**src/hw/fpx_pkg.sv**
```systemverilog
package fpx_pkg;

    // ================================================
    // Format widths and limits
    // ================================================

    // Packed operand and result
    localparam int WORD_W   = 80;
    // Exponent field, bits 78 to 64
    localparam int EXP_W    = 15;
    // Explicit integer bit plus 63-bit fraction
    localparam int MANT_W   = 64;
    localparam int EXP_BIAS = 16383;
    // All-ones exponent, infinity and NaN
    localparam int EXP_MAX  = 32767;
    // Full 64x64 product width
    localparam int SIG_W    = 128;

    // ================================================
    // Types
    // ================================================

    typedef logic [WORD_W-1:0] fpx_word_t;

    // Two spare bits over the field to see overflow and underflow
    typedef logic signed [EXP_W+1:0] exp_wide_t;

    typedef logic [SIG_W-1:0] sig_t;

    typedef enum logic [1:0] {
        RND_NEAREST = 2'd0,
        RND_DOWN    = 2'd1,
        RND_UP      = 2'd2,
        RND_ZERO    = 2'd3
    } round_mode_e;

    typedef struct packed {
        logic invalid;
        logic overflow;
        logic underflow;
        logic inexact;
    } fpx_flags_t;

    // Canonical quiet NaN, positive, top two mantissa bits set
    localparam fpx_word_t QNAN_WORD = {1'b0, EXP_W'(EXP_MAX), 2'b11, {(MANT_W-2){1'b0}}};

    // Signed infinity, integer bit set and fraction clear
    function automatic fpx_word_t fpx_inf(input logic sign);
        return {sign, EXP_W'(EXP_MAX), 1'b1, {(MANT_W-1){1'b0}}};
    endfunction

    // Signed zero
    function automatic fpx_word_t fpx_zero(input logic sign);
        return {sign, {(WORD_W-1){1'b0}}};
    endfunction

endpackage

```
**src/hw/fpx_stage_if.sv**
```systemverilog
`timescale 1ns/1ps

interface fpx_stage_if;
    import fpx_pkg::*;

    // Item present this cycle
    logic        valid;
    // Result sign
    logic        sign;
    // Biased exponent sum on s1 and unbiased exponent after it
    exp_wide_t   exp;
    // Mantissas, raw product or rounded-ready significand
    sig_t        sig;
    // Result already decided upstream
    logic        early;
    fpx_word_t   early_word;
    fpx_flags_t  early_flags;
    // Rounding mode travels with the item
    round_mode_e rmode;

    modport src (output valid, sign, exp, sig, early, early_word, early_flags, rmode);
    modport dst (input valid, sign, exp, sig, early, early_word, early_flags, rmode);

endinterface

```
**src/hw/fpx_round_pack.sv**
```systemverilog
`timescale 1ns/1ps

module fpx_round_pack (
    input  logic               clk,
    input  logic               reset,
    fpx_stage_if.dst           in,
    output fpx_pkg::fpx_word_t result_o,
    output logic               done_o,
    output logic               flag_invalid_o,
    output logic               flag_overflow_o,
    output logic               flag_underflow_o,
    output logic               flag_inexact_o
);
    import fpx_pkg::*;

    logic [MANT_W-1:0] mant;
    logic              round_bit;
    logic              sticky_bit;
    logic              inc;
    logic [MANT_W:0]   sum;
    logic              carry;
    logic [MANT_W-1:0] mant_r;
    exp_wide_t         exp_r;
    logic              ovf;
    logic              inexact;
    fpx_word_t         word_c;
    fpx_flags_t        flags_c;

    // Fields of the normalized significand
    assign mant       = in.sig[SIG_W-1:MANT_W];
    assign round_bit  = in.sig[MANT_W-1];
    assign sticky_bit = in.sig[MANT_W-2];
    assign inexact    = round_bit || sticky_bit;

    // ================================================
    // Increment decision
    // ================================================

    always_comb begin
        unique case (in.rmode)
            // Ties go to the even mantissa
            RND_NEAREST: inc = round_bit && (sticky_bit || mant[0]);
            // Toward minus infinity, only negatives grow
            RND_DOWN:    inc = inexact && in.sign;
            RND_UP:      inc = inexact && !in.sign;
            RND_ZERO:    inc = 1'b0;
        endcase
    end

    assign sum   = {1'b0, mant} + (MANT_W+1)'(inc);
    assign carry = sum[MANT_W];

    // Carry out, mantissa wraps to the integer bit alone
    assign mant_r = carry ? {1'b1, {(MANT_W-1){1'b0}}} : sum[MANT_W-1:0];
    assign exp_r  = in.exp + exp_wide_t'(carry);
    assign ovf    = exp_r >= exp_wide_t'(EXP_MAX);

    // Pack, early items use their own word and flags
    always_comb begin
        word_c  = in.early_word;
        flags_c = in.early_flags;
        if (!in.early) begin
            word_c           = ovf ? fpx_inf(in.sign)
                                   : {in.sign, exp_r[EXP_W-1:0], mant_r};
            flags_c          = '0;
            flags_c.overflow = ovf;
            flags_c.inexact  = inexact;
        end
    end

    // ================================================
    // Output registers
    // ================================================

    // Flags only ever high together with done
    always_ff @(posedge clk or posedge reset) begin
        if (reset) begin
            done_o           <= 1'b0;
            result_o         <= '0;
            flag_invalid_o   <= 1'b0;
            flag_overflow_o  <= 1'b0;
            flag_underflow_o <= 1'b0;
            flag_inexact_o   <= 1'b0;
        end else begin
            done_o           <= in.valid;
            // Result holds its value between pulses
            if (in.valid) begin
                result_o <= word_c;
            end
            flag_invalid_o   <= in.valid && flags_c.invalid;
            flag_overflow_o  <= in.valid && flags_c.overflow;
            flag_underflow_o <= in.valid && flags_c.underflow;
            flag_inexact_o   <= in.valid && flags_c.inexact;
        end
    end

endmodule

```
**src/flat_wrapper.sv**
```systemverilog
// flat-port wrapper written by rule: the top's interface ports become plain ports
module fpx_round_pack_flat import fpx_pkg::*;
  (clk, reset, result_o, done_o, flag_invalid_o, flag_overflow_o, flag_underflow_o, flag_inexact_o, in_valid, in_sign, in_exp, in_sig, in_early, in_early_word, in_early_flags, in_rmode);
  fpx_stage_if in_i ();
  input  logic clk;
  input  logic reset;
  output fpx_pkg::fpx_word_t result_o;
  output logic done_o;
  output logic flag_invalid_o;
  output logic flag_overflow_o;
  output logic flag_underflow_o;
  output logic flag_inexact_o;
  input wire logic [$bits(in_i.valid)-1:0] in_valid;
  input wire logic [$bits(in_i.sign)-1:0] in_sign;
  input wire logic [$bits(in_i.exp)-1:0] in_exp;
  input wire logic [$bits(in_i.sig)-1:0] in_sig;
  input wire logic [$bits(in_i.early)-1:0] in_early;
  input wire logic [$bits(in_i.early_word)-1:0] in_early_word;
  input wire logic [$bits(in_i.early_flags)-1:0] in_early_flags;
  input wire logic [$bits(in_i.rmode)-1:0] in_rmode;
  assign in_i.valid = in_valid;
  assign in_i.sign = in_sign;
  assign in_i.exp = in_exp;
  assign in_i.sig = in_sig;
  assign in_i.early = in_early;
  assign in_i.early_word = in_early_word;
  assign in_i.early_flags = in_early_flags;
  assign in_i.rmode = in_rmode;
  fpx_round_pack u_core (.clk(clk), .reset(reset), .in(in_i), .result_o(result_o), .done_o(done_o), .flag_invalid_o(flag_invalid_o), .flag_overflow_o(flag_overflow_o), .flag_underflow_o(flag_underflow_o), .flag_inexact_o(flag_inexact_o));
endmodule
```
**config.mk**
```make
export PLATFORM = sky130hd
export DESIGN_NAME = fpx_round_pack_flat
export DESIGN_NICKNAME = d
export VERILOG_FILES = /design/src/hw/fpx_pkg.sv /design/src/hw/fpx_stage_if.sv /design/src/hw/fpx_round_pack.sv /design/src/flat_wrapper.sv
export SDC_FILE = /design/constraint.sdc
export NUM_CORES = 1
export LEC_CHECK = 0
export BUFFER_PORTS_ARGS = -buffer_cell sky130_fd_sc_hd__buf_4
export CAP_MARGIN = 10
export CELL_PAD_IN_SITES_DETAIL_PLACEMENT = 1
export CELL_PAD_IN_SITES_GLOBAL_PLACEMENT = 2
export CORE_ASPECT_RATIO = 1.2
export CORE_MARGIN = 4
export CORE_UTILIZATION = 26
export DETAILED_ROUTE_END_ITERATION = 8
export PLACE_DENSITY = 0.84
export SLEW_MARGIN = 20
export SYNTH_ARGS = -nofsm -noshare
export SYNTH_HDL_FRONTEND = slang
export SYNTH_SLANG_ARGS = --single-unit
```
**constraint.sdc**
```tcl
create_clock -name clk -period 4.9 [get_ports clk]
set_input_delay 0.245 -clock clk [delete_from_list [all_inputs] [get_ports clk]]
set_output_delay 0.245 -clock clk [all_outputs]
set_load 0.01 [all_outputs]
```
==> results.md <==
- Adder-Cell Fraction of Synth Area: around 1.6%
- CP arrival: about 4.6 ns
- Dpl hpwl: around 17000 um
- Slew headroom: roughly two fifths
- Ys flop type: dfrtp_1
- Crit-path most repeated cell: ha_1
- Status: finished clean
- Clk slew on worst S/H paths: roughly 0.07 ns
- Final hold violations: 0
- DP Worst Slack: 0.0162 ns
- Compound-Gate Fraction of Synth Area: between 20% and 30%
- Hold Path Depth: 3
- VDD IR max: about 140 uV
- DRT Wirelength: roughly 22000 um
- Clock buffer count from CTS: 9
- CTS sink cnt: 85
- Avg Inst Size Synth: 9.08 um2
- Global-route wire length before repair: 34000 um
- Remaining antenna violation count: 0
- Mapped cell area: 0.00542 mm2
- Post-Layout Cell Count: between 1000 and 1500
- Synth Area in Simple Gates: between 10% and 20%
- Largest net degree at the start of global routing: 65
- Core Area: just over 0.02 mm2
- Die W: around 140 um
- FMAX: ~0.23 GHz
- Max stage delay on crit path: between 0.4 and 0.5 ns
- Initial core utilization: between 20% and 30%
- Multi-input gate area: a little over 0.003 mm2
- Crit path max-delay cell type: a211o_2
- Drc violations: 0
- Worst Setup End Kind: flip-flop
- FF-to-FF setup slack: between 4 and 5 ns
- Hold path start: in_early_word[41]
- Synthesis-stage register bit count: 85
- Req. time, crit path: slightly above 5 ns
- Pwr dens: around 260 mW/mm2
- CTS tree: yes
- Total number of H-tree levels: 3
- Gr ovfl total: 0
- RR Endpoint: u_core.result_o[16]
- Synth Instances: 597
- Post-route setup slack: approximately 0.57 ns
- DR iter-0 viols: between 150 and 200
- Main combinational cell family by area after synthesis: compound AO/OA/AOI/OAI gates
- Fillers: 2446
- Vias in the first global route: between 6000 and 7000
- CP max FO: 17
- Fin. max-slew vios: 0
- Postcts setup bufs: 0
- Yosys warnings: 0
- Post-synth ARST share: between 90% and 100%
- Global route hottest layer: met2
- Pleak: about 3.5 nW
- Dpl cells: about 1100
- Netlist cell types: 45
- Area growth from synthesis to layout: 46.4%
- IO Count: between 300 and 400
- Gpl congestion: about 0.83
- Share of layout cells above drive strength 1: 36.8%
- Port-buffer cells: between 200 and 300
- Clk_lat worst skew: 0.34 ns
- Grt met2 use: around a third
- Mux cell area share after synthesis: less than 1%
- WHS Endpoint: u_core.result_o[41]
- Critical setup path kind: input port to flip-flop
- Sequential fraction of the synthesis area: 39.3%
- Die Area: ~0.023 mm2
- Aggregate negative setup slack: 0 ns
- Die Span Y: 166 um
- Final setup fails: 0
- Max Cap Violations: 0
- WL/cell: between 15 and 20 um
- Area share of xor/xnor cells in the synthesized design: approximately 12%
- CTS max path bufs: 2
- Tcrit/Tclk final: approximately nine tenths
- Vias per inst: about 5.1
- FP Rows: 57
- Worst clock skew: 0 ns
- Antenna violations before repair: 0
- Diode count: 0
- Overall routing resource usage: between 10% and 20%
- Worst hold path class: input port to flip-flop
- M3 GR Usage: between 4 and 5%
- R2R Path Start: u_core.result_o[16]
- Critical Path Start Type: input port
- Crit-path cells: buf_4 -> inv_1 -> ha_1 -> xor2_1 -> nand2_1 -> nor2_1 -> a21oi_1 -> nor2_1 -> ha_1 -> ha_1 -> nand3_1 -> nor3_1 -> and3_1 -> ha_1 -> ha_1 -> a21o_1 -> nand3_1 -> or3_1 -> a21o_1 -> a211o_2 -> or2_4 -> buf_12 -> o21ai_2
- Root Driver: clkbuf_16
- NumNets Final: between 1000 and 1500
- Period minus WS final: between 4 and 5 ns
- Register area: about 0.0021 mm2
- Post-Syn Nets: between 800 and 900
- Cells on worst reg2reg path: 1
- Slew @ Worst Pin: a little under 0.9 ns
- Met1 Use GR: 21.1%
- RSZ-0062 raised after global routing: false
- Routed vias: between 5000 and 6000
- EDFF count, synth: 0
- Pre-antenna DRT Iters: 5
-- synthesized netlist by cell type, drive strengths merged, types with 18 or more instances --
cell | instances | area, um2
a221o | 18 | 180
xor2 | 45 | 394
clkbuf | 23 | 86.3
nand3 | 38 | 190
dfrtp | 85 | 2130
xnor2 | 31 | 272
inv | 25 | 93.8
nand2 | 44 | 165
and3 | 21 | 131
nand4 | 20 | 125
nor3 | 20 | 110
a22oi | 43 | 323
nor2 | 33 | 124
o21ai | 58 | 365
-- critical path: cells and delay by family --
family          cells  cell delay (ns)
buf+inv             3             0.36
fa+ha+maj           5             1.21
xor+xnor            1             0.15
simple gates        9             1.60
compound gates      5             1.00
-- layer usage --
layer	share of wire (%)	wire length, um
met1	39	8620
met2	52	11400
met3	6.6	1450
met4	1.9	408
met5	0	0
-- cell type report --
type                            count  area share [%]
Sequential cell                    85            26.8
Clock inverter                      5           0.442
Inverter                           26            1.26
Timing Repair Buffer              270            25.9
Tap cell                          265            4.18
Multi-Input combinational cell    450            38.2
Clock buffer                       11            3.19
-- metrics by stage --
stage               utilization, %  hold slack, ns  total power, mW  cell area (um2)
global placement              37.4           0.231             1.36             7630
finish                        38.9           0.119             2.03             7930
detailed placement            37.4           0.233             1.37             7630
CTS                           38.9           0.102             2.06             7930
floorplan                        -           0.276             1.04             5420
global route                  38.9           0.116             2.13             7930
-- flip-flops by register name, summed over array words and instances, names as in the netlist --
signal                   flops
u_core.result_o             80
u_core.flag_inexact_o        1
u_core.flag_underflow_o      1
u_core.flag_overflow_o       1
u_core.flag_invalid_o        1
u_core.done_o                1
-- power breakdown --
| group | switching (mW) | leakage, nW | internal [mW] |
|---|---|---|---|
| sequential | 0.0428 | 1.05 | 0.777 |
| clock | 0.308 | 0.141 | 0.372 |
| combinational | 0.252 | 2.32 | 0.274 |
| total | 0.603 | 3.51 | 1.42 |
-- worst max-delay path by stage --
stage                                     end         from  slack, ns
final                      u_core.result_o[3]  in_rmode[0]       0.57
after global routing      u_core.result_o[49]  in_rmode[0]        0.1
after CTS                 u_core.result_o[51]  in_rmode[0]       0.37
after detailed placement  u_core.result_o[51]  in_rmode[0]       0.02
after global placement    u_core.result_o[51]  in_rmode[0]       0.21
after floorplan           u_core.result_o[17]  in_rmode[0]       0.80
-- what timing repair did --
| item | in CTS | in global routing |
|---|---|---|
| resized for setup | 0 | 1 |
| hold endpoints to repair | 21 | 0 |
| endpoints found under the setup margin | 0 | 18 |
| hold buffers | 1 | 0 |
-- cells in the final DEF (no fill, tap or decap), types with 9 or more instances in the layout --
master,n
a221o_1,18
nor2_1,32
nand4_1,20
o21ai_0,33
clkbuf_16,9
and3_1,21
buf_4,267
o221ai_1,15
dfrtp_1,85
o21ai_2,20
inv_1,24
nand3_1,38
nor3_1,18
nand2_1,44
xor2_1,45
a22oi_1,43
xnor2_1,31
and4_1,10
-- kinds of logic (layout without fill, tap and decap cells) --
kind of cell               count (synthesis)  after routing
and+or+nand+nor                          207            207
AOI/OAI and AO/OA                        158            158
DFF                                       85             85
xor gates and xnor gates                  76             76
buffers and inverters                     62            312
adders and majority gates                  7              7
muxes                                      2              2
Power figures use the tool's default switching activity.
