==> config.mk <==
export PLATFORM = sky130hd
export DESIGN_NAME = fpx_normalize_flat
export DESIGN_NICKNAME = d
export VERILOG_FILES = /design/src/hw/fpx_pkg.sv /design/src/hw/fpx_stage_if.sv /design/src/hw/fpx_normalize.sv /design/src/flat_wrapper.sv
export SDC_FILE = /design/constraint.sdc
export NUM_CORES = 1
export LEC_CHECK = 0
export CAP_MARGIN = 0
export CORE_MARGIN = 8
export CORE_UTILIZATION = 57
export CTS_CLUSTER_DIAMETER = 120
export DETAILED_ROUTE_END_ITERATION = 12
export DONT_BUFFER_PORTS = 1
export PLACE_DENSITY = 0.72
export SLEW_MARGIN = 20
export SYNTH_ARGS = -nofsm -noshare
export SYNTH_HDL_FRONTEND = slang
export SYNTH_SLANG_ARGS = --single-unit
==> constraint.sdc <==
create_clock -name clk -period 1.2 [get_ports clk]
set_clock_uncertainty 0.2 [all_clocks]
set_input_delay 0.06 -clock clk [delete_from_list [all_inputs] [get_ports clk]]
set_output_delay 0.06 -clock clk [all_outputs]
set_load 0.02 [all_outputs]
==> src/hw/fpx_pkg.sv <==
package fpx_pkg;

    // ================================================
    // Format widths and limits
    // ================================================

    // Packed operand and result
    localparam int WORD_W   = 80;
    // Exponent field, bits 78 to 64
    localparam int EXP_W    = 15;
    // Explicit integer bit plus 63-bit fraction
    localparam int MANT_W   = 64;
    localparam int EXP_BIAS = 16383;
    // All-ones exponent, infinity and NaN
    localparam int EXP_MAX  = 32767;
    // Full 64x64 product width
    localparam int SIG_W    = 128;

    // ================================================
    // Types
    // ================================================

    typedef logic [WORD_W-1:0] fpx_word_t;

    // Two spare bits over the field to see overflow and underflow
    typedef logic signed [EXP_W+1:0] exp_wide_t;

    typedef logic [SIG_W-1:0] sig_t;

    typedef enum logic [1:0] {
        RND_NEAREST = 2'd0,
        RND_DOWN    = 2'd1,
        RND_UP      = 2'd2,
        RND_ZERO    = 2'd3
    } round_mode_e;

    typedef struct packed {
        logic invalid;
        logic overflow;
        logic underflow;
        logic inexact;
    } fpx_flags_t;

    // Canonical quiet NaN, positive, top two mantissa bits set
    localparam fpx_word_t QNAN_WORD = {1'b0, EXP_W'(EXP_MAX), 2'b11, {(MANT_W-2){1'b0}}};

    // Signed infinity, integer bit set and fraction clear
    function automatic fpx_word_t fpx_inf(input logic sign);
        return {sign, EXP_W'(EXP_MAX), 1'b1, {(MANT_W-1){1'b0}}};
    endfunction

    // Signed zero
    function automatic fpx_word_t fpx_zero(input logic sign);
        return {sign, {(WORD_W-1){1'b0}}};
    endfunction

endpackage

==> src/hw/fpx_stage_if.sv <==
`timescale 1ns/1ps

interface fpx_stage_if;
    import fpx_pkg::*;

    // Item present this cycle
    logic        valid;
    // Result sign
    logic        sign;
    // Biased exponent sum on s1 and unbiased exponent after it
    exp_wide_t   exp;
    // Mantissas, raw product or rounded-ready significand
    sig_t        sig;
    // Result already decided upstream
    logic        early;
    fpx_word_t   early_word;
    fpx_flags_t  early_flags;
    // Rounding mode travels with the item
    round_mode_e rmode;

    modport src (output valid, sign, exp, sig, early, early_word, early_flags, rmode);
    modport dst (input valid, sign, exp, sig, early, early_word, early_flags, rmode);

endinterface

==> src/hw/fpx_normalize.sv <==
`timescale 1ns/1ps

module fpx_normalize (
    input  logic     clk,
    input  logic     reset,
    fpx_stage_if.dst in,
    fpx_stage_if.src out
);
    import fpx_pkg::*;

    logic [7:0]        lz;
    sig_t              shifted;
    exp_wide_t         exp_adj;
    logic              round_bit;
    logic              sticky_bit;
    logic              ovf;
    logic              unf;
    fpx_flags_t        flags_c;
    fpx_word_t         word_c;

    // ================================================
    // Leading-one search
    // ================================================

    // Highest set bit wins, all zero gives 128
    always_comb begin
        lz = 8'(SIG_W);
        for (int i = 0; i < SIG_W; i++) begin
            if (in.sig[i]) begin
                lz = 8'(SIG_W - 1 - i);
            end
        end
    end

    assign shifted = in.sig << lz;
    // Product point sits below bit 126, so bit 127 set means plus one
    assign exp_adj = in.exp + exp_wide_t'(1) - exp_wide_t'({1'b0, lz});

    // Round bit right below the kept mantissa, sticky from the rest
    assign round_bit  = shifted[MANT_W-1];
    assign sticky_bit = |shifted[MANT_W-2:0];

    // Range check, exponent 0 still passes
    assign ovf = !in.early && (exp_adj >= exp_wide_t'(EXP_MAX));
    assign unf = !in.early && (exp_adj < 0);

    always_comb begin
        flags_c = in.early_flags;
        word_c  = in.early_word;
        if (!in.early) begin
            flags_c           = '0;
            flags_c.overflow  = ovf;
            flags_c.underflow = unf;
            word_c            = ovf ? fpx_inf(in.sign) : fpx_zero(in.sign);
        end
    end

    // ================================================
    // Stage register
    // ================================================

    always_ff @(posedge clk or posedge reset) begin
        if (reset) begin
            out.valid       <= 1'b0;
            out.early       <= 1'b0;
            out.early_flags <= '0;
        end else begin
            out.valid       <= in.valid;
            out.early       <= in.early || ovf || unf;
            out.early_flags <= flags_c;
        end
    end

    always_ff @(posedge clk) begin
        out.sign       <= in.sign;
        out.rmode      <= in.rmode;
        out.exp        <= exp_adj;
        out.sig        <= {shifted[SIG_W-1:MANT_W], round_bit, sticky_bit, {(MANT_W-2){1'b0}}};
        out.early_word <= word_c;
    end

endmodule

==> src/flat_wrapper.sv <==
// flat-port wrapper written by rule: the top's interface ports become plain ports
module fpx_normalize_flat import fpx_pkg::*;
  (clk, reset, in_valid, in_sign, in_exp, in_sig, in_early, in_early_word, in_early_flags, in_rmode, out_valid, out_sign, out_exp, out_sig, out_early, out_early_word, out_early_flags, out_rmode);
  fpx_stage_if in_i ();
  fpx_stage_if out_i ();
  input  logic clk;
  input  logic reset;
  input wire logic [$bits(in_i.valid)-1:0] in_valid;
  input wire logic [$bits(in_i.sign)-1:0] in_sign;
  input wire logic [$bits(in_i.exp)-1:0] in_exp;
  input wire logic [$bits(in_i.sig)-1:0] in_sig;
  input wire logic [$bits(in_i.early)-1:0] in_early;
  input wire logic [$bits(in_i.early_word)-1:0] in_early_word;
  input wire logic [$bits(in_i.early_flags)-1:0] in_early_flags;
  input wire logic [$bits(in_i.rmode)-1:0] in_rmode;
  output wire logic [$bits(out_i.valid)-1:0] out_valid;
  output wire logic [$bits(out_i.sign)-1:0] out_sign;
  output wire logic [$bits(out_i.exp)-1:0] out_exp;
  output wire logic [$bits(out_i.sig)-1:0] out_sig;
  output wire logic [$bits(out_i.early)-1:0] out_early;
  output wire logic [$bits(out_i.early_word)-1:0] out_early_word;
  output wire logic [$bits(out_i.early_flags)-1:0] out_early_flags;
  output wire logic [$bits(out_i.rmode)-1:0] out_rmode;
  assign in_i.valid = in_valid;
  assign in_i.sign = in_sign;
  assign in_i.exp = in_exp;
  assign in_i.sig = in_sig;
  assign in_i.early = in_early;
  assign in_i.early_word = in_early_word;
  assign in_i.early_flags = in_early_flags;
  assign in_i.rmode = in_rmode;
  assign out_valid = out_i.valid;
  assign out_sign = out_i.sign;
  assign out_exp = out_i.exp;
  assign out_sig = out_i.sig;
  assign out_early = out_i.early;
  assign out_early_word = out_i.early_word;
  assign out_early_flags = out_i.early_flags;
  assign out_rmode = out_i.rmode;
  fpx_normalize u_core (.clk(clk), .reset(reset), .in(in_i), .out(out_i));
endmodule
==> flow_summary.yaml, run 1 <==
outcome:
  status: "aborted with a tool error"
  stop_stage: "global routing"
  first-error: "[ERROR GRT-0116] Global routing finished with congestion. Check the congestion regions in the DRC Viewer."
yosys:
  ys_seq_area_frac: 0.211
  syn_area_mm2: 0.0165
  synth_cells: 2206
  synth-edff-count: 0
  avgSynthCellArea_um2: 7.48
  yosysUniqueCellTypes: 101
  ys.flop_type: "dfxtp_1"
  async_reset_ff_frac: 0.0349
  yosysWarnings: 0
  ys_ff_latch: 172
floorplan:
  core.rowCount: 62
  ios: 470
  die_w_um: 186
  initial_core_util: 0.576
  die_y_um: 186
grt:
  grt_max_degree: 58
  grt_first_pass_wirelength_um: 189000
  grt_pass1_vias: 27800
  grt.total_usage: 0.725
  grt-ovfl-total: 14
placement:
  dp_hpwl_um: 67400
  dpl_worst_slack_ns: -3.95
  numPortBuffers: 0
  gp_congestion: 1.07
clock_network:
  root_buffer: "clkbuf_16"
  htreeDepth: 4
  cts_made_buffers: 17
  cts_buffer_depth: 2
  clock-sinks: 172
-- stage by stage --
step           TNS [ns]  std cells  hold slack (ns)  instance area (µm²)   util
3_3_place_gp    -315.97       2972           -0.317                20500  0.718
3_5_place_dp    -324.63       2972           -0.309                20500  0.718
4_1_cts         -271.38       3238           -0.452                25400  0.886
2_1_floorplan   -259.47       2267           -0.349                17400      -
-- layer usage --
metal | overflow | global-route usage
met5 | 0 | 0.197
met1 | 0 | 0.720
met3 | 0 | 0.626
met4 | 11 | 0.676
met2 | 3 | 0.884
-- cell usage after synthesis, types with 14 or more instances --
library cell | instances | area [µm²]
and3_1 | 19 | 119
a31oi_1 | 26 | 163
nand2_1 | 200 | 751
mux2_2 | 50 | 563
mux2i_1 | 223 | 2230
a211oi_1 | 30 | 225
buf_1 | 17 | 63.8
a32oi_1 | 15 | 131
o22ai_1 | 14 | 87.6
a22oi_1 | 26 | 195
nor4_1 | 37 | 231
inv_1 | 54 | 203
dfxtp_1 | 166 | 3320
o21ai_0 | 139 | 696
clkbuf_1 | 62 | 233
o21ai_1 | 23 | 115
buf_2 | 70 | 350
o221ai_1 | 21 | 184
and2_1 | 78 | 488
a21oi_1 | 123 | 616
buf_4 | 68 | 510
nor3_1 | 44 | 220
o21a_1 | 16 | 120
ha_1 | 23 | 288
nand4_1 | 20 | 125
a211o_1 | 19 | 166
o211ai_1 | 38 | 285
nand3_1 | 173 | 866
nor2_1 | 167 | 627
a221o_1 | 17 | 170
-- repair_timing --
action,in CTS
buffers inserted,68
cloned,8
gates resized for setup,428
pin swaps,75
hold endpoints to repair,108
hold buffers,165
endpoints found under the setup margin,113
-- cell families after synthesis --
group / synth area share
AO/OA/AOI/OAI: 0.262
AND/OR/NAND/NOR: 0.243
other: 0.000227
flip-flops: 0.211
XOR/XNOR: 0.00637
buffers and inverters: 0.0846
adder cells (fa/ha/maj): 0.0187
multiplexers: 0.175
==> run 2: changes to the inputs <==
--- a/config.mk
+++ b/config.mk
@@ -7,11 +7,10 @@
 export LEC_CHECK = 0
 export CAP_MARGIN = 0
 export CORE_MARGIN = 8
-export CORE_UTILIZATION = 57
-export CTS_CLUSTER_DIAMETER = 120
+export CORE_UTILIZATION = 40
 export DETAILED_ROUTE_END_ITERATION = 12
 export DONT_BUFFER_PORTS = 1
-export PLACE_DENSITY = 0.72
+export PLACE_DENSITY_LB_ADDON = 0.15
 export SLEW_MARGIN = 20
 export SYNTH_ARGS = -nofsm -noshare
 export SYNTH_HDL_FRONTEND = slang
==> flow_summary.yaml, run 2 <==
grt:
  grt.total_usage: 0.375
  met2_usage: 0.598
  grt_use_met3: 0.0772
  grt_pass1_vias: 21400
  grt_max_degree: 66
  grt.busiest_layer: "met2"
  grtUsageMet1: 0.476
  antenna_found_initial: 1
  grt-ovfl-total: 0
  grt_first_pass_wirelength_um: 138000
cells_and_area:
  syn_to_final_growth_pct: 68.9
  drive_gt1_frac: 0.440
  largest_reg_flops: 80
  n_fill_cell: 3281
  layout.nets: 3185
  final_cell_mix: "539 x buf_4, 190 x mux2i_1, 180 x nand2_1, 152 x nand3_1, 151 x dfxtp_1"
  final_cell_count_no_fill: 3471
  regMostFlops: "u_core.out.early_word"
  final_common_cell: "buf_4"
  reg_top3: "u_core.out.early_word: 80 flops, u_core.out.sig: 66 flops, u_core.out.exp: 17 flops"
  final_util: 0.684
  final_cell_area_mm2: 0.0279
power:
  p_leak_nw: 12.2
  power_density_mw_per_mm2: 880
  ir_worst_vdd_v: 0.000893
  power.total_mw: 24.5
yosys:
  synth_cells: 2206
  ys_ff_latch: 172
  avgSynthCellArea_um2: 7.48
  synth-simple-area-share: 0.243
  ys_seq_area_frac: 0.211
  synth_fa_ha_area_frac: 0.0187
  yosysUniqueCellTypes: 101
  synth_area_leaders: "dfxtp_1 20%, mux2i_1 14%, nand3_1 5.2%"
  synth_top_area_frac: 0.201
  yosysWarnings: 0
  synthMuxAreaShare: 0.175
  synth-edff-count: 0
  synth_most_common_cell: "mux2i_1"
  synth_largest_area_cell: "dfxtp_1"
  async_reset_ff_frac: 0.0349
  synth_compound_area_frac: 0.262
  synth_common_cells: "223 x mux2i_1, 200 x nand2_1, 173 x nand3_1"
  ys.flop_type: "dfxtp_1"
  synth_top_family_by_area: "compound AO/OA/AOI/OAI gates"
  syn_area_mm2: 0.0165
  synthXorXnorAreaFrac: 0.00637
sta:
  tightest_slew_ns: 0.914
  tns_ns: -288.63
  slew_viol_final: 0
  hold_viol: 13
  setup_viol: 138
  fmax_mhz: 219
  fin_crit_sh: 3.80
  setup_ws_ns: -3.36
  hold_ws_ns: -0.422
  rsz0062_at_grt: "yes"
  slew_headroom: 0.389
  finalCriticalPeriod_ns: 4.56
clock_network:
  clock-sinks: 172
  cts_buffer_depth: 2
  cts_made_buffers: 17
  htreeDepth: 4
  clkTransAtPathRegs_ns: 0.07
  root_buffer: "clkbuf_16"
  cts_tree: "yes"
drt:
  drt_wl_total_um: 98300
  vias: 22200
  routed_via_density: 6.39
  wl_per_cell_um: 28.3
  drc_errors: 0
  dr.pass1.iters: 6
  drt_iter0_drc: 2561
  antenna_left: 0
setup_path:
  cp_max_fo: 8
  worstSetupEndpointType: "register"
  cp.required_ns: 1.31
  worstPathArrival_ns: 4.67
  criticalPathCategory: "input port to register"
  start_kind: "input port"
floorplan:
  core.rowCount: 74
  core_mm2: 0.0407
  initial_core_util: 0.405
  die-area_mm2: 0.0480
  die_w_um: 219
  die_y_um: 219
  ios: 470
placement:
  gp_congestion: 1.00
  dpl.cell_count: 3152
  dp_hpwl_um: 71900
  placed_area_mm2: 0.0210
  dpl_worst_slack_ns: -3.89
  numPortBuffers: 0
run:
  max_cap_violations: 0
outcome:
  violations: "negative hold slack, negative setup slack"
  status: "complete, but fails checks"
hold_path:
  hp-class: "input port to register"
run 2: power by group:
group / leakage [nW] / total (mW) / internal (mW) / switching (mW)
clock: 0.282 / 5.39 / 2.97 / 2.42
sequential: 1.46 / 7.65 / 6.39 / 1.26
combinational: 10.4 / 11.5 / 5.53 / 5.94
run 2: final timing paths:
| kind | slack [ns] | endpoint | cells past startpoint | startpoint |
|---|---|---|---|---|
| max in group asynchronous | 0.12 | u_core.out.valid$_DFF_PP0_ | 3 | reset |
| hold / removal | -0.42 | u_core.out.exp[0]$_DFF_P_ | 1 | in_exp[0] |
| min in group asynchronous | 0.39 | u_core.out.early$_DFF_PP0_ | 3 | reset |
| setup / recovery | -3.36 | u_core.out.early_word[77]$_DFF_P_ | 26 | in_sig[109] |
run 2: logic make-up after synthesis:
kind of cell    Yosys count
flops                   172
other cells               1
mux                     277
compound gates          631
xor+xnor                 12
fa+ha+maj                24
simple gates            811
buf+inv                 278
run 2: critical path: stages:
cell       delay, ns
or4_4           0.56
a2111oi_4       0.22
o211ai_1        0.28
a21o_2          0.33
nand2_4         0.10
inv_6           0.05
ha_4            0.25
inv_2           0.04
ha_4            0.15
inv_2           0.05
fa_2            0.20
nor2b_1         0.05
o21ai_1         0.18
a21boi_1        0.11
o21ai_1         0.22
a21boi_2        0.09
o21ai_1         0.14
nand2_1         0.08
a21o_1          0.18
a21o_1          0.20
xor2_1          0.15
and3_1          0.17
and4_1          0.20
o211ai_1        0.30
buf_4           0.23
nand2_1         0.08
run 2: what timing repair did:
item,4_1_cts,5_1_grt
resized for setup,524,313
pin swaps,139,140
cloned,8,4
endpoints found under the setup margin,113,165
buffers inserted,110,116
hold buffers,157,2
endpoints found under the hold margin,106,45
run 2: metal layers:
layer / share of wire / vias to the layer above / wire length, µm
met5: 0 / - / 0
met4: 0.062 / 0 / 6050
met3: 0.10 / 348 / 10000
met2: 0.45 / 1614 / 43800
met1: 0.39 / 10600 / 38400
li1: - / 9594 / -
run 2: area by class of cell:
type / instances / area, µm² / share of cell area
Inverter: 60 / 241 / 0.00867
Antenna cell: 1 / 2.50 / 0.0000898
Multi-Input combinational cell: 1817 / 15000 / 0.539
Clock inverter: 13 / 131 / 0.00472
Timing Repair Buffer: 857 / 7870 / 0.282
Clock buffer: 19 / 443 / 0.0159
Tap cell: 532 / 666 / 0.0239
Sequential cell: 172 / 3490 / 0.125
(Power assumes the default switching activity.)
