### src/hw/fpx_pkg.sv
package fpx_pkg;

    // ================================================
    // Format widths and limits
    // ================================================

    // Packed operand and result
    localparam int WORD_W   = 80;
    // Exponent field, bits 78 to 64
    localparam int EXP_W    = 15;
    // Explicit integer bit plus 63-bit fraction
    localparam int MANT_W   = 64;
    localparam int EXP_BIAS = 16383;
    // All-ones exponent, infinity and NaN
    localparam int EXP_MAX  = 32767;
    // Full 64x64 product width
    localparam int SIG_W    = 128;

    // ================================================
    // Types
    // ================================================

    typedef logic [WORD_W-1:0] fpx_word_t;

    // Two spare bits over the field to see overflow and underflow
    typedef logic signed [EXP_W+1:0] exp_wide_t;

    typedef logic [SIG_W-1:0] sig_t;

    typedef enum logic [1:0] {
        RND_NEAREST = 2'd0,
        RND_DOWN    = 2'd1,
        RND_UP      = 2'd2,
        RND_ZERO    = 2'd3
    } round_mode_e;

    typedef struct packed {
        logic invalid;
        logic overflow;
        logic underflow;
        logic inexact;
    } fpx_flags_t;

    // Canonical quiet NaN, positive, top two mantissa bits set
    localparam fpx_word_t QNAN_WORD = {1'b0, EXP_W'(EXP_MAX), 2'b11, {(MANT_W-2){1'b0}}};

    // Signed infinity, integer bit set and fraction clear
    function automatic fpx_word_t fpx_inf(input logic sign);
        return {sign, EXP_W'(EXP_MAX), 1'b1, {(MANT_W-1){1'b0}}};
    endfunction

    // Signed zero
    function automatic fpx_word_t fpx_zero(input logic sign);
        return {sign, {(WORD_W-1){1'b0}}};
    endfunction

endpackage

### src/hw/fpx_stage_if.sv
`timescale 1ns/1ps

interface fpx_stage_if;
    import fpx_pkg::*;

    // Item present this cycle
    logic        valid;
    // Result sign
    logic        sign;
    // Biased exponent sum on s1 and unbiased exponent after it
    exp_wide_t   exp;
    // Mantissas, raw product or rounded-ready significand
    sig_t        sig;
    // Result already decided upstream
    logic        early;
    fpx_word_t   early_word;
    fpx_flags_t  early_flags;
    // Rounding mode travels with the item
    round_mode_e rmode;

    modport src (output valid, sign, exp, sig, early, early_word, early_flags, rmode);
    modport dst (input valid, sign, exp, sig, early, early_word, early_flags, rmode);

endinterface

### src/hw/fpx_classify.sv
`timescale 1ns/1ps

module fpx_classify (
    input  logic                clk,
    input  logic                reset,
    input  logic                start_i,
    input  fpx_pkg::fpx_word_t  op_a_i,
    input  fpx_pkg::fpx_word_t  op_b_i,
    input  fpx_pkg::round_mode_e round_mode_i,
    fpx_stage_if.src            out
);
    import fpx_pkg::*;

    logic              sign_a;
    logic              sign_b;
    logic [EXP_W-1:0]  exp_a;
    logic [EXP_W-1:0]  exp_b;
    logic [MANT_W-1:0] mant_a;
    logic [MANT_W-1:0] mant_b;
    logic              zero_a, inf_a, nan_a;
    logic              zero_b, inf_b, nan_b;
    logic              sign_r;
    exp_wide_t         exp_sum;
    logic              early_c;
    fpx_word_t         early_word_c;
    fpx_flags_t        early_flags_c;

    // ================================================
    // Unpack
    // ================================================

    assign sign_a = op_a_i[WORD_W-1];
    assign exp_a  = op_a_i[WORD_W-2:MANT_W];
    assign mant_a = op_a_i[MANT_W-1:0];
    assign sign_b = op_b_i[WORD_W-1];
    assign exp_b  = op_b_i[WORD_W-2:MANT_W];
    assign mant_b = op_b_i[MANT_W-1:0];

    // Classes, NaN covers every other mantissa at max exponent
    assign zero_a = (exp_a == '0) && (mant_a == '0);
    assign inf_a  = (exp_a == EXP_W'(EXP_MAX)) && (mant_a == {1'b1, {(MANT_W-1){1'b0}}});
    assign nan_a  = (exp_a == EXP_W'(EXP_MAX)) && !inf_a;
    assign zero_b = (exp_b == '0) && (mant_b == '0);
    assign inf_b  = (exp_b == EXP_W'(EXP_MAX)) && (mant_b == {1'b1, {(MANT_W-1){1'b0}}});
    assign nan_b  = (exp_b == EXP_W'(EXP_MAX)) && !inf_b;

    assign sign_r  = sign_a ^ sign_b;
    // Biased sum, bias removed in the next stage
    assign exp_sum = exp_wide_t'({2'b00, exp_a}) + exp_wide_t'({2'b00, exp_b});

    // ================================================
    // Special cases, priority order
    // ================================================

    always_comb begin
        early_c       = 1'b1;
        early_word_c  = '0;
        early_flags_c = '0;
        if (nan_a || nan_b || (zero_a && inf_b) || (inf_a && zero_b)) begin
            early_word_c          = QNAN_WORD;
            early_flags_c.invalid = 1'b1;
        end else if (inf_a || inf_b) begin
            early_word_c = fpx_inf(sign_r);
        end else if (zero_a || zero_b) begin
            early_word_c = fpx_zero(sign_r);
        end else begin
            // Finite times finite, goes to the multiplier
            early_c = 1'b0;
        end
    end

    // Control
    always_ff @(posedge clk or posedge reset) begin
        if (reset) begin
            out.valid       <= 1'b0;
            out.early       <= 1'b0;
            out.early_flags <= '0;
        end else begin
            out.valid       <= start_i;
            out.early       <= early_c;
            out.early_flags <= early_flags_c;
        end
    end

    // Payload
    always_ff @(posedge clk) begin
        out.sign       <= sign_r;
        out.exp        <= exp_sum;
        out.sig        <= {mant_a, mant_b};
        out.early_word <= early_word_c;
        out.rmode      <= round_mode_i;
    end

endmodule

### src/flat_wrapper.sv
// flat-port wrapper written by rule: the top's interface ports become plain ports
module fpx_classify_flat import fpx_pkg::*;
  (clk, reset, start_i, op_a_i, op_b_i, round_mode_i, out_valid, out_sign, out_exp, out_sig, out_early, out_early_word, out_early_flags, out_rmode);
  fpx_stage_if out_i ();
  input  logic clk;
  input  logic reset;
  input  logic start_i;
  input  fpx_pkg::fpx_word_t op_a_i;
  input  fpx_pkg::fpx_word_t op_b_i;
  input  fpx_pkg::round_mode_e round_mode_i;
  output wire logic [$bits(out_i.valid)-1:0] out_valid;
  output wire logic [$bits(out_i.sign)-1:0] out_sign;
  output wire logic [$bits(out_i.exp)-1:0] out_exp;
  output wire logic [$bits(out_i.sig)-1:0] out_sig;
  output wire logic [$bits(out_i.early)-1:0] out_early;
  output wire logic [$bits(out_i.early_word)-1:0] out_early_word;
  output wire logic [$bits(out_i.early_flags)-1:0] out_early_flags;
  output wire logic [$bits(out_i.rmode)-1:0] out_rmode;
  assign out_valid = out_i.valid;
  assign out_sign = out_i.sign;
  assign out_exp = out_i.exp;
  assign out_sig = out_i.sig;
  assign out_early = out_i.early;
  assign out_early_word = out_i.early_word;
  assign out_early_flags = out_i.early_flags;
  assign out_rmode = out_i.rmode;
  fpx_classify u_core (.clk(clk), .reset(reset), .start_i(start_i), .op_a_i(op_a_i), .op_b_i(op_b_i), .round_mode_i(round_mode_i), .out(out_i));
endmodule
### config.mk
export PLATFORM = sky130hd
export DESIGN_NAME = fpx_classify_flat
export DESIGN_NICKNAME = d
export VERILOG_FILES = /design/src/hw/fpx_pkg.sv /design/src/hw/fpx_stage_if.sv /design/src/hw/fpx_classify.sv /design/src/flat_wrapper.sv
export SDC_FILE = /design/constraint.sdc
export NUM_CORES = 1
export LEC_CHECK = 0
export BUFFER_PORTS_ARGS = -buffer_cell sky130_fd_sc_hd__clkbuf_2
export CORE_AREA = 8 8 149 151
export CTS_CLUSTER_SIZE = 12
export DETAILED_ROUTE_END_ITERATION = 12
export DIE_AREA = 0 0 157 159
export PLACE_DENSITY = 0.57
export SYNTH_ARGS = -nofsm -noshare
export SYNTH_HDL_FRONTEND = slang
export SYNTH_SLANG_ARGS = --single-unit
### constraint.sdc
create_clock -name clk -period 0.8 [get_ports clk]
set_input_delay 0.04 -clock clk [delete_from_list [all_inputs] [get_ports clk]]
set_output_delay 0.04 -clock clk [all_outputs]
set_load 0.01 [all_outputs]
==> results of run 1 <==
routing by layer:
metal	vias to the layer above	part of all wire, %	GRT usage (%)
met2	263	52	33.89
met5	-	0	0
met4	0	4.0	7.168
met1	2537	37	19.11
met3	49	6.9	5.320
li1	2502	-	-
Yosys cell counts:
library cell,number
dfxtp_1,150
buf_4,81
nor4_1,39
nand4_1,16
ha_1,15
nor3_1,10
nand3_1,8
nor2_1,8
xnor2_1,8
a21oi_1,7
nand2_1,6
a211oi_1,5
xor2_1,4
and3_1,3
dfrtp_1,3
inv_1,3
nor4_2,3
o21ai_0,3
or3_1,3
a21o_1,2
a31oi_1,2
o211ai_2,2
o21ai_1,2
or2_1,2
a22oi_1,1
conb_1,1
fa_1,1
nand2b_1,1
nand3b_1,1
nand4_2,1
nand4b_1,1
nor2b_1,1
o211ai_1,1
o21a_1,1
o21bai_1,1
o22a_1,1
o41ai_2,1
or4_1,1
or4_4,1
or4b_1,1
how the worst max path moves through the flow:
stage                     startpoint  slack [ns]                          to
after floorplan           op_a_i[64]       -0.95  u_core.out.exp[14]$_DFF_P_
after global placement    op_a_i[25]       -1.32  u_core.out.early$_DFF_PP0_
after detailed placement  op_a_i[25]       -1.29  u_core.out.early$_DFF_PP0_
after CTS                 op_a_i[64]       -0.70  u_core.out.exp[14]$_DFF_P_
after global routing      op_b_i[42]       -0.78  u_core.out.early$_DFF_PP0_
final                     op_a_i[64]       -0.71  u_core.out.exp[14]$_DFF_P_
final cells by class:
type / instances / area [um2]
antenna: 1 / 2.502
clock buffer: 17 / 425.4
clock inverter: 15 / 205.2
fill: 1602 / 8836
inverter: 3 / 11.26
multi-input combinational: 229 / 1893
sequential: 153 / 3199
tap: 270 / 337.8
timing repair buffer: 598 / 4933
sequential cells by signal, indices dropped and copies added, names as in the netlist:
register and flops:
u_core.out.early_word 3, u_core.out.exp 16, u_core.out.early_flags 1, u_core.out.valid 1, u_core.out.sig 128, u_core.out.rmode 2, u_core.out.early 1, u_core.out.sign 1
where the power goes:
part           switching [W]  internal [W]  total, W
combinational        0.00180       0.00235   0.00415
sequential          0.000235       0.00820   0.00844
clock                0.00387       0.00454   0.00842
metrics by stage:
stage / utilization (%) / std cells / area [um2]
3_3_place_gp: 38.14 / 1111 / 7569
5_1_grt: 55.47 / 1286 / 11010
6_report: 55.47 / 1286 / 11010
3_5_place_dp: 38.14 / 1111 / 7569
4_1_cts: 50.91 / 1282 / 10100
2_1_floorplan: - / 466 / 5246
repair_timing:
item                       in CTS  in global routing
setup endpoints to repair     184                184
pin swaps                      21                 29
hold endpoints to repair      136                  1
resized for setup             124                359
buffers inserted                5                  5
worst max-delay path: stages:
cell and delay (ns):
clkbuf_16 0.13, ha_4 0.16, fa_2 0.36, a211oi_2 0.21, nor2_2 0.07, o211ai_2 0.19, a31oi_2 0.13, or4b_1 0.48
nand3_1 0.09
kinds of logic after synthesis:
logic type                 share of synthesized area, %
and+or+nand+nor                                   13.25
AOI/OAI and AO/OA                                 4.219
buffers and inverters                             12.73
adders and majority gates                         4.271
other                                           0.07711
xor gates and xnor gates                          2.161
DFF                                               63.29
==> results.toml, run 1 <==
[outcome]
run_status = "finished, violations left"
failed_checks = "negative hold slack, negative setup slack"

[floorplanning]
io_pins = 399
start_util_pct = 24.51
dieWidth_um = 157
num_rows = 52
die_h_um = 159
core_area_um2 = 19840
dieArea_um2 = 24960

[drt]
avgViaCountPerCell = 4.161
wl_per_cell_um = 19.78
num_vias = 5351
ant_nets = 0
drtPass1Iterations = 4
wl_mm = 25.44
drc = 0
drt_iter0_markers = 227

[timing]
max_freq_ghz = 0.6631
timing.final.ws_setup_ns = -0.7082
tns_ns = -24.93
hold-worst-slack_ns = -0.04319
fin_crit_ns = 1.508
period_share_pct = 188.5
rsz0062_at_grt = "yes"
slew_violations = 0
final_hold_viol_count = 1
setup_viol = 184

[clock_tree]
cts.path.max_buffers = 2
htree_levels = 4
postCtsHoldBufs = 134
cts_buffers = 17
cts_root_buf = "clkbuf_16"
clkSinkCount = 153
clk_pin_slew_ns = 0.07
cts_tree = "yes"

[synthesis]
synth-seq-cells = 153
netlist_instances = 401
ys_seq_area_share_pct = 63.29
synthesis.area_um2 = 4863
yosysTopAreaCell = "dfxtp_1"
synth_warnings = 0
synthTopCellsByArea = "dfxtp_1 62%, buf_4 13%, nor4_1 5.0%, ha_1 3.9%, nand4_1 2.1%"
synth.avg_cell_area_um2 = 12.13
synth.top_cell.area_share_pct = 61.74
yosysUniqueCellTypes = 40

[finish]
layout_commonest_cell = "clkbuf_2"
nets = 1183
synthToLayoutAreaGrowth_pct = 126.3
layout_common_cells = "155 x clkbuf_2, 134 x dlygate4sd3_1, 128 x buf_4"
drive_above_1_share_pct = 64.14

[place]
port_buffers = 332
hpwl_mm = 17.60
gp_congestion = 0.8401
place_ws_ns = -1.286

[pwr]
leakage_nw = 5.140
power_density_nw_per_um2 = 1908
report.power.total_w = 0.02100
peakVddDrop_uv = 1118

[global_routing]
grt_pass1_wl_mm = 34.76
grt_usage_pct = 18.40
grt_overflow = 0
first_global_vias = 5932
antenna_found_initial = 1
grt_max_degree = 19

[worst_setup_path]
end_kind = "flop"
worstPathRequired_ns = 1.15
start_kind = "primary input"
critPathKind = "primary input to flop"
crit_arrival_ns = 1.86
critPathMaxFanout = 3

[worst_hold_path]
hp-class = "primary input to flop"
min_path_cells = 2
holdCritStartpoint = "op_a_i[65]"
hold_end = "u_core.out.exp[1]$_DFF_P_"

[job]
drv_cap = 0
Power figures use the tool's default switching activity.
==> run 2: changes to the inputs <==
ABC_AREA = 1   (was unset)
CORE_AREA = 8 8 150 152   (was 8 8 149 151)
DIE_AREA = 0 0 158 160   (was 0 0 157 159)
PLACE_DENSITY = 0.58   (was 0.57)
SLEW_MARGIN = 5   (was unset)
==> run 2 against run 1 <==
First-iteration DRC count fell by 23%. Clock-buffer cell count stayed put. Core utilization down 0.82 points. The flow still finishes with violations (negative hold slack, negative setup slack). Cell count grew 6.8%. Die area grew 1.3%. Synthesized cell count increased by 38%. Non-clock buffer count shrank 65. Combinational power about the same. Sequential power barely moved. Via count up 3.8%.
==> results.toml, run 2 <==
[clock_tree]
clkSinkCount = 153
clk_pin_slew_ns = 0.07
postCtsHoldBufs = 134
cts.path.max_buffers = 2
cts_root_buf = "clkbuf_16"
cts_buffers = 17
htree_levels = 4
cts_tree = "yes"

[finish]
max_flop_register = "u_core.out.sig"
reg_top3 = "u_core.out.sig (128), u_core.out.exp (16), u_core.out.early_word (3)"
layout_common_cells = "138 x clkbuf_2, 134 x dlygate4sd3_1, 87 x dfxtp_2"
drive_above_1_share_pct = 59.31
stdcell_area_um2 = 10950
nets = 1269
largest_reg_flops = 128
synthToLayoutAreaGrowth_pct = 110.3
layout_commonest_cell = "clkbuf_2"

[drt]
wl_per_cell_um = 18.10
drc = 0
wl_mm = 24.85
drtPass1Iterations = 4
avgViaCountPerCell = 4.045
drt_iter0_markers = 175
ant_nets = 0
num_vias = 5554

[timing]
timing.final.ws_setup_ns = -0.2816
hold-worst-slack_ns = -0.06818
rsz0062_at_grt = "yes"
final_hold_viol_count = 1
tns_ns = -19.87
period_share_pct = 135.2
fin_crit_ns = 1.082
max_freq_ghz = 0.9246
slew_violations = 0
setup_viol = 178

[worst_setup_path]
start_kind = "primary input"
worstPathRequired_ns = 1.11
critPathMaxFanout = 3
crit_arrival_ns = 1.39
critPathKind = "primary input to flop"
end_kind = "flop"

[pwr]
power_density_nw_per_um2 = 1912
p_int_w = 0.01481
leakage_nw = 5.169
p_seq_share_pct = 40.3
net-switching-power_w = 0.006132
peakVddDrop_uv = 1284
switching_share_pct = 29.28
combPwrFrac_pct = 19.9
clkPwrFrac_pct = 39.8

[floorplanning]
dieWidth_um = 158
dieArea_um2 = 25280
die_h_um = 160
start_util_pct = 25.99
io_pins = 399
core_area_um2 = 20040
num_rows = 52

[synthesis]
synth_edf_count = 0
synth_ff_type = "dfxtp_1"
yosysUniqueCellTypes = 28
synth.avg_cell_area_um2 = 9.436
yosysTopAreaCell = "dfxtp_1"
synthArstFlopShare_pct = 1.961
netlist_instances = 552
synth_most_common_cell = "dfxtp_1"
ys_seq_area_share_pct = 59.09
synthesis.area_um2 = 5209
yosys-top-cells-count = "150 x dfxtp_1, 115 x nor2_1, 94 x nand2_1, 81 x buf_4, 21 x inv_1"
synth.top_cell.area_share_pct = 57.65
synth_warnings = 0
synth-seq-cells = 153
synthTopCellsByArea = "dfxtp_1 58%, buf_4 12%, nor2_1 8.3%, nand2_1 6.8%, ha_1 3.6%"

[global_routing]
grt_usage_pct = 17.84
first_global_vias = 6074
grt_overflow = 0
grt_pass1_wl_mm = 33.78
grt_max_degree = 20
antenna_found_initial = 3

[place]
port_buffers = 332
gp_congestion = 0.8502
place_area_um2 = 7516
hpwl_mm = 17.57

[outcome]
run_status = "finished, violations left"
failed_checks = "negative hold slack, negative setup slack"

[worst_hold_path]
hp-class = "primary input to flop"

[job]
drv_cap = 0
run 2: cell types whose count changed after synthesis, moves of 5 or more:
cell,previous run,this run
nor2_1,8,115
xor2_1,4,9
nor4_1,39,1
nand3_1,8,14
inv_1,3,21
nand2_1,6,94
xnor2_1,8,3
nor2_2,0,7
nor3_1,10,2
nand4_1,16,6
a211oi_1,5,0
a21oi_1,7,12
run 2: repair_timing:
action | in CTS | in global routing
hold endpoints to repair | 138 | 2
endpoints found under the setup margin | 184 | 183
gates resized for setup | 114 | 432
buffers inserted | 7 | 3
pin swaps | 43 | 82
run 2: path summary, 6_finish.rpt:
kind / startpoint / to / slack, ns / cells past startpoint
setup / recovery: op_a_i[64] / u_core.out.exp[12]$_DFF_P_ / -0.28 / 10
hold / removal: op_b_i[65] / u_core.out.exp[1]$_DFF_P_ / -0.07 / 2
max in group asynchronous: reset / u_core.out.early_flags[3]$_DFF_PP0_ / 0.55 / 3
min in group asynchronous: reset / u_core.out.early$_DFF_PP0_ / 0.07 / 3
run 2: kinds of logic after synthesis:
group / Yosys count / share of synthesized area [%]
compound gates: 22 / 2.450
xor+xnor: 12 / 2.018
fa+ha+maj: 16 / 3.988
buf+inv: 102 / 13.19
flops: 153 / 59.09
other cells: 1 / 0.07199
simple gates: 246 / 19.19
run 2: layer usage:
metal | global-route usage [%] | wire [um]
met1 | 17.49 | 8745
met2 | 32.97 | 13340
met4 | 8.105 | 630
met3 | 6.019 | 2119
met5 | 0 | 13
run 2: critical path, cell delays in order:
cell and delay [ns]:
buf_8 0.10, ha_4 0.15, fa_2 0.36, nand3_2 0.11
nand2_4 0.06, a21oi_4 0.23, o21ai_2 0.09, nand2_1 0.06
nand2_1 0.05, xor2_1 0.13
run 2: power by group through the flow:
stage	Clock (W)	Combinational (W)	Sequential, W
2_1_floorplan	0	0.00105	0.00872
3_3_place_gp	0	0.00271	0.00846
3_5_place_dp	0	0.00272	0.00847
4_1_cts	0.00852	0.00352	0.00833
5_1_grt	0.00891	0.00445	0.00848
6_report	0.00833	0.00418	0.00844
run 2: layout make-up:
class,instances,area (um2)
inverter,21,78.83
tap,270,337.8
sequential,153,3187
antenna,2,5.005
clock inverter,15,188.9
clock buffer,17,425.4
multi-input combinational,362,2377
fill,1713,9087
timing repair buffer,533,4352
run 2: per-stage QoR:
| step | std cells | total power [W] | hold slack (ns) | setup slack [ns] | util (%) |
|---|---|---|---|---|---|
| 4_1_cts | 1370 | 0.02036 | -0.07308 | -0.3213 | 49.90 |
| 3_3_place_gp | 1197 | 0.01117 | -0.04461 | -0.7398 | 37.51 |
| 6_report | 1373 | 0.02094 | -0.06818 | -0.2816 | 54.65 |
| 3_5_place_dp | 1197 | 0.01119 | -0.04642 | -0.7694 | 37.51 |
| 5_1_grt | 1373 | 0.02185 | -0.08430 | -0.3400 | 54.65 |
| 2_1_floorplan | 617 | 0.009779 | -0.2064 | -0.5260 | - |
==> run 3: changes to the inputs <==
BUFFER_PORTS_ARGS = unset   (was -buffer_cell sky130_fd_sc_hd__clkbuf_2)
DONT_BUFFER_PORTS = 1   (was unset)
HOLD_SLACK_MARGIN = 0.06   (was unset)
PLACE_DENSITY = 0.41   (was 0.58)
==> run 3 against run 2 <==
Total power fell by 10%. Critical path depth fell by 9. Highest routed layer is now met4. Wire length fell by 18%. The run still ends with negative hold slack, negative setup slack left.
==> results.toml, run 3 (synthesis results as in run 2) <==
[outcome]
run_status = "finished, violations left"
failed_checks = "negative hold slack, negative setup slack"

[worst_setup_path]
start_kind = "flop"
slowest_stage = "dfxtp_4"
critPathMaxStageDelay_ns = 0.36
end_kind = "primary output"
cp_top_family = "flip-flops"
crit_buf_inv = 1
worstPathRequired_ns = 0.76
critPathMaxFanout = 16
critPathKind = "flop to primary output"
path_cells = "buf_12"
crit_arrival_ns = 1.00

[place]
hpwl_mm = 15.37
gp_congestion = 0.8132
dp_cells = 842
port_buffers = 0

[finish]
drive_above_1_share_pct = 39.31
layout_common_cells = "143 x dlygate4sd3_1, 128 x dfxtp_2, 92 x nor2_1"
diodes = 0
ff_latch_area_um2 = 3321
nets = 921
final_cells = 1023
synthToLayoutAreaGrowth_pct = 56.59
max_flop_register = "u_core.out.sig"
nFillCells = 1929
largest_reg_flops = 128
layout_commonest_cell = "dlygate4sd3_1"
reg_top3 = "u_core.out.sig (128), u_core.out.exp (16), u_core.out.early_word (3)"
multiInputGateArea_um2 = 2042

[floorplanning]
start_util_pct = 25.99
io_pins = 399
dieWidth_um = 158
die_h_um = 160
dieArea_um2 = 25280
core_area_um2 = 20040
num_rows = 52

[drt]
ant_nets = 0
dr_wl_met2_mm = 10.67
drc = 0
drt_iter0_markers = 112
wl_per_cell_um = 19.96
avgViaCountPerCell = 4.059
met1_length_mm = 6.635
drtPass1Iterations = 4
top_layer_used = "met4"
wl_mm = 20.42
route.met3.wl_mm = 2.719
num_vias = 4152

[clock_tree]
cts.path.max_buffers = 2
cts_tree = "yes"
clkSinkCount = 153
clk_pin_slew_ns = 0.07
cts_root_buf = "clkbuf_16"
cts_buffers = 17
htree_levels = 4

[global_routing]
grt_usage_pct = 15.48
grt_max_degree = 19
first_global_vias = 4708
antenna_found_initial = 0
grt_pass1_wl_mm = 28.89
grt_overflow = 0

[worst_hold_path]
hp-class = "primary input to flop"

[job]
drv_cap = 0

[timing]
setup_viol = 167
fin_crit_ns = 1.039
hold-worst-slack_ns = -0.1822
slew_violations = 0
tns_ns = -6.020
final_hold_viol_count = 7
max_freq_ghz = 0.9624
rsz0062_at_grt = "yes"
timing.final.ws_setup_ns = -0.2390
period_share_pct = 129.9

[pwr]
power_density_nw_per_um2 = 2302
peakVddDrop_uv = 1157
leakage_nw = 3.392
run 3: path summary, 6_finish.rpt:
kind                                                       from                             endpoint  slack, ns  cells after the start
setup / recovery           u_core.out.early_word[77]$_SDFF_PP1_                   out_early_word[76]      -0.24                      1
hold / removal                                       op_b_i[65]            u_core.out.exp[1]$_DFF_P_      -0.18                      1
max in group asynchronous                                 reset           u_core.out.valid$_DFF_PP0_       0.18                      3
min in group asynchronous                                 reset  u_core.out.early_flags[3]$_DFF_PP0_       0.48                      3
run 3: layout make-up:
class	count	share of cell area (%)
repair buffers	185	21.78
multi-input cells	362	25.03
clock inverters	15	2.148
flip-flops and latches	153	40.71
clock buffers	17	5.216
well taps	270	4.142
inverters	21	0.9664
run 3: metrics by stage:
| step | hold slack, ns | total power [W] | utilization [%] | cell area (um2) | worst slack (ns) |
|---|---|---|---|---|---|
| global route | -0.2022 | 0.01967 | 40.70 | 8157 | -0.2952 |
| global placement | -0.1983 | 0.01011 | 28.35 | 5682 | -0.5865 |
| floorplan | -0.2064 | 0.009779 | - | 5669 | -0.5260 |
| detailed placement | -0.1972 | 0.01010 | 28.35 | 5682 | -0.5979 |
| CTS | -0.2023 | 0.01898 | 39.75 | 7965 | -0.2799 |
| finish | -0.1822 | 0.01877 | 40.70 | 8157 | -0.2390 |
run 3: power by group:
part | switching [W] | leakage, nW | internal (W)
registers | 0.000561 | 1.31 | 0.00824
logic | 0.000811 | 1.78 | 0.00110
clock network | 0.00382 | 0.294 | 0.00424
run 3: timing repair:
| item | CTS | global route |
|---|---|---|
| endpoints found under the setup margin | 173 | 182 |
| setup buffers | 1 | 3 |
| gates resized for setup | 168 | 45 |
| pin swaps | 5 | 16 |
| hold buffers | 144 | 2 |
| endpoints found under the hold margin | 153 | 12 |
run 3: per-layer routing:
layer  global-route usage, %  vias up
li1                        -     1951
met1                   14.56     1916
met2                   28.64      262
met3                   7.233       23
met4                   5.403        0
met5                       0        -
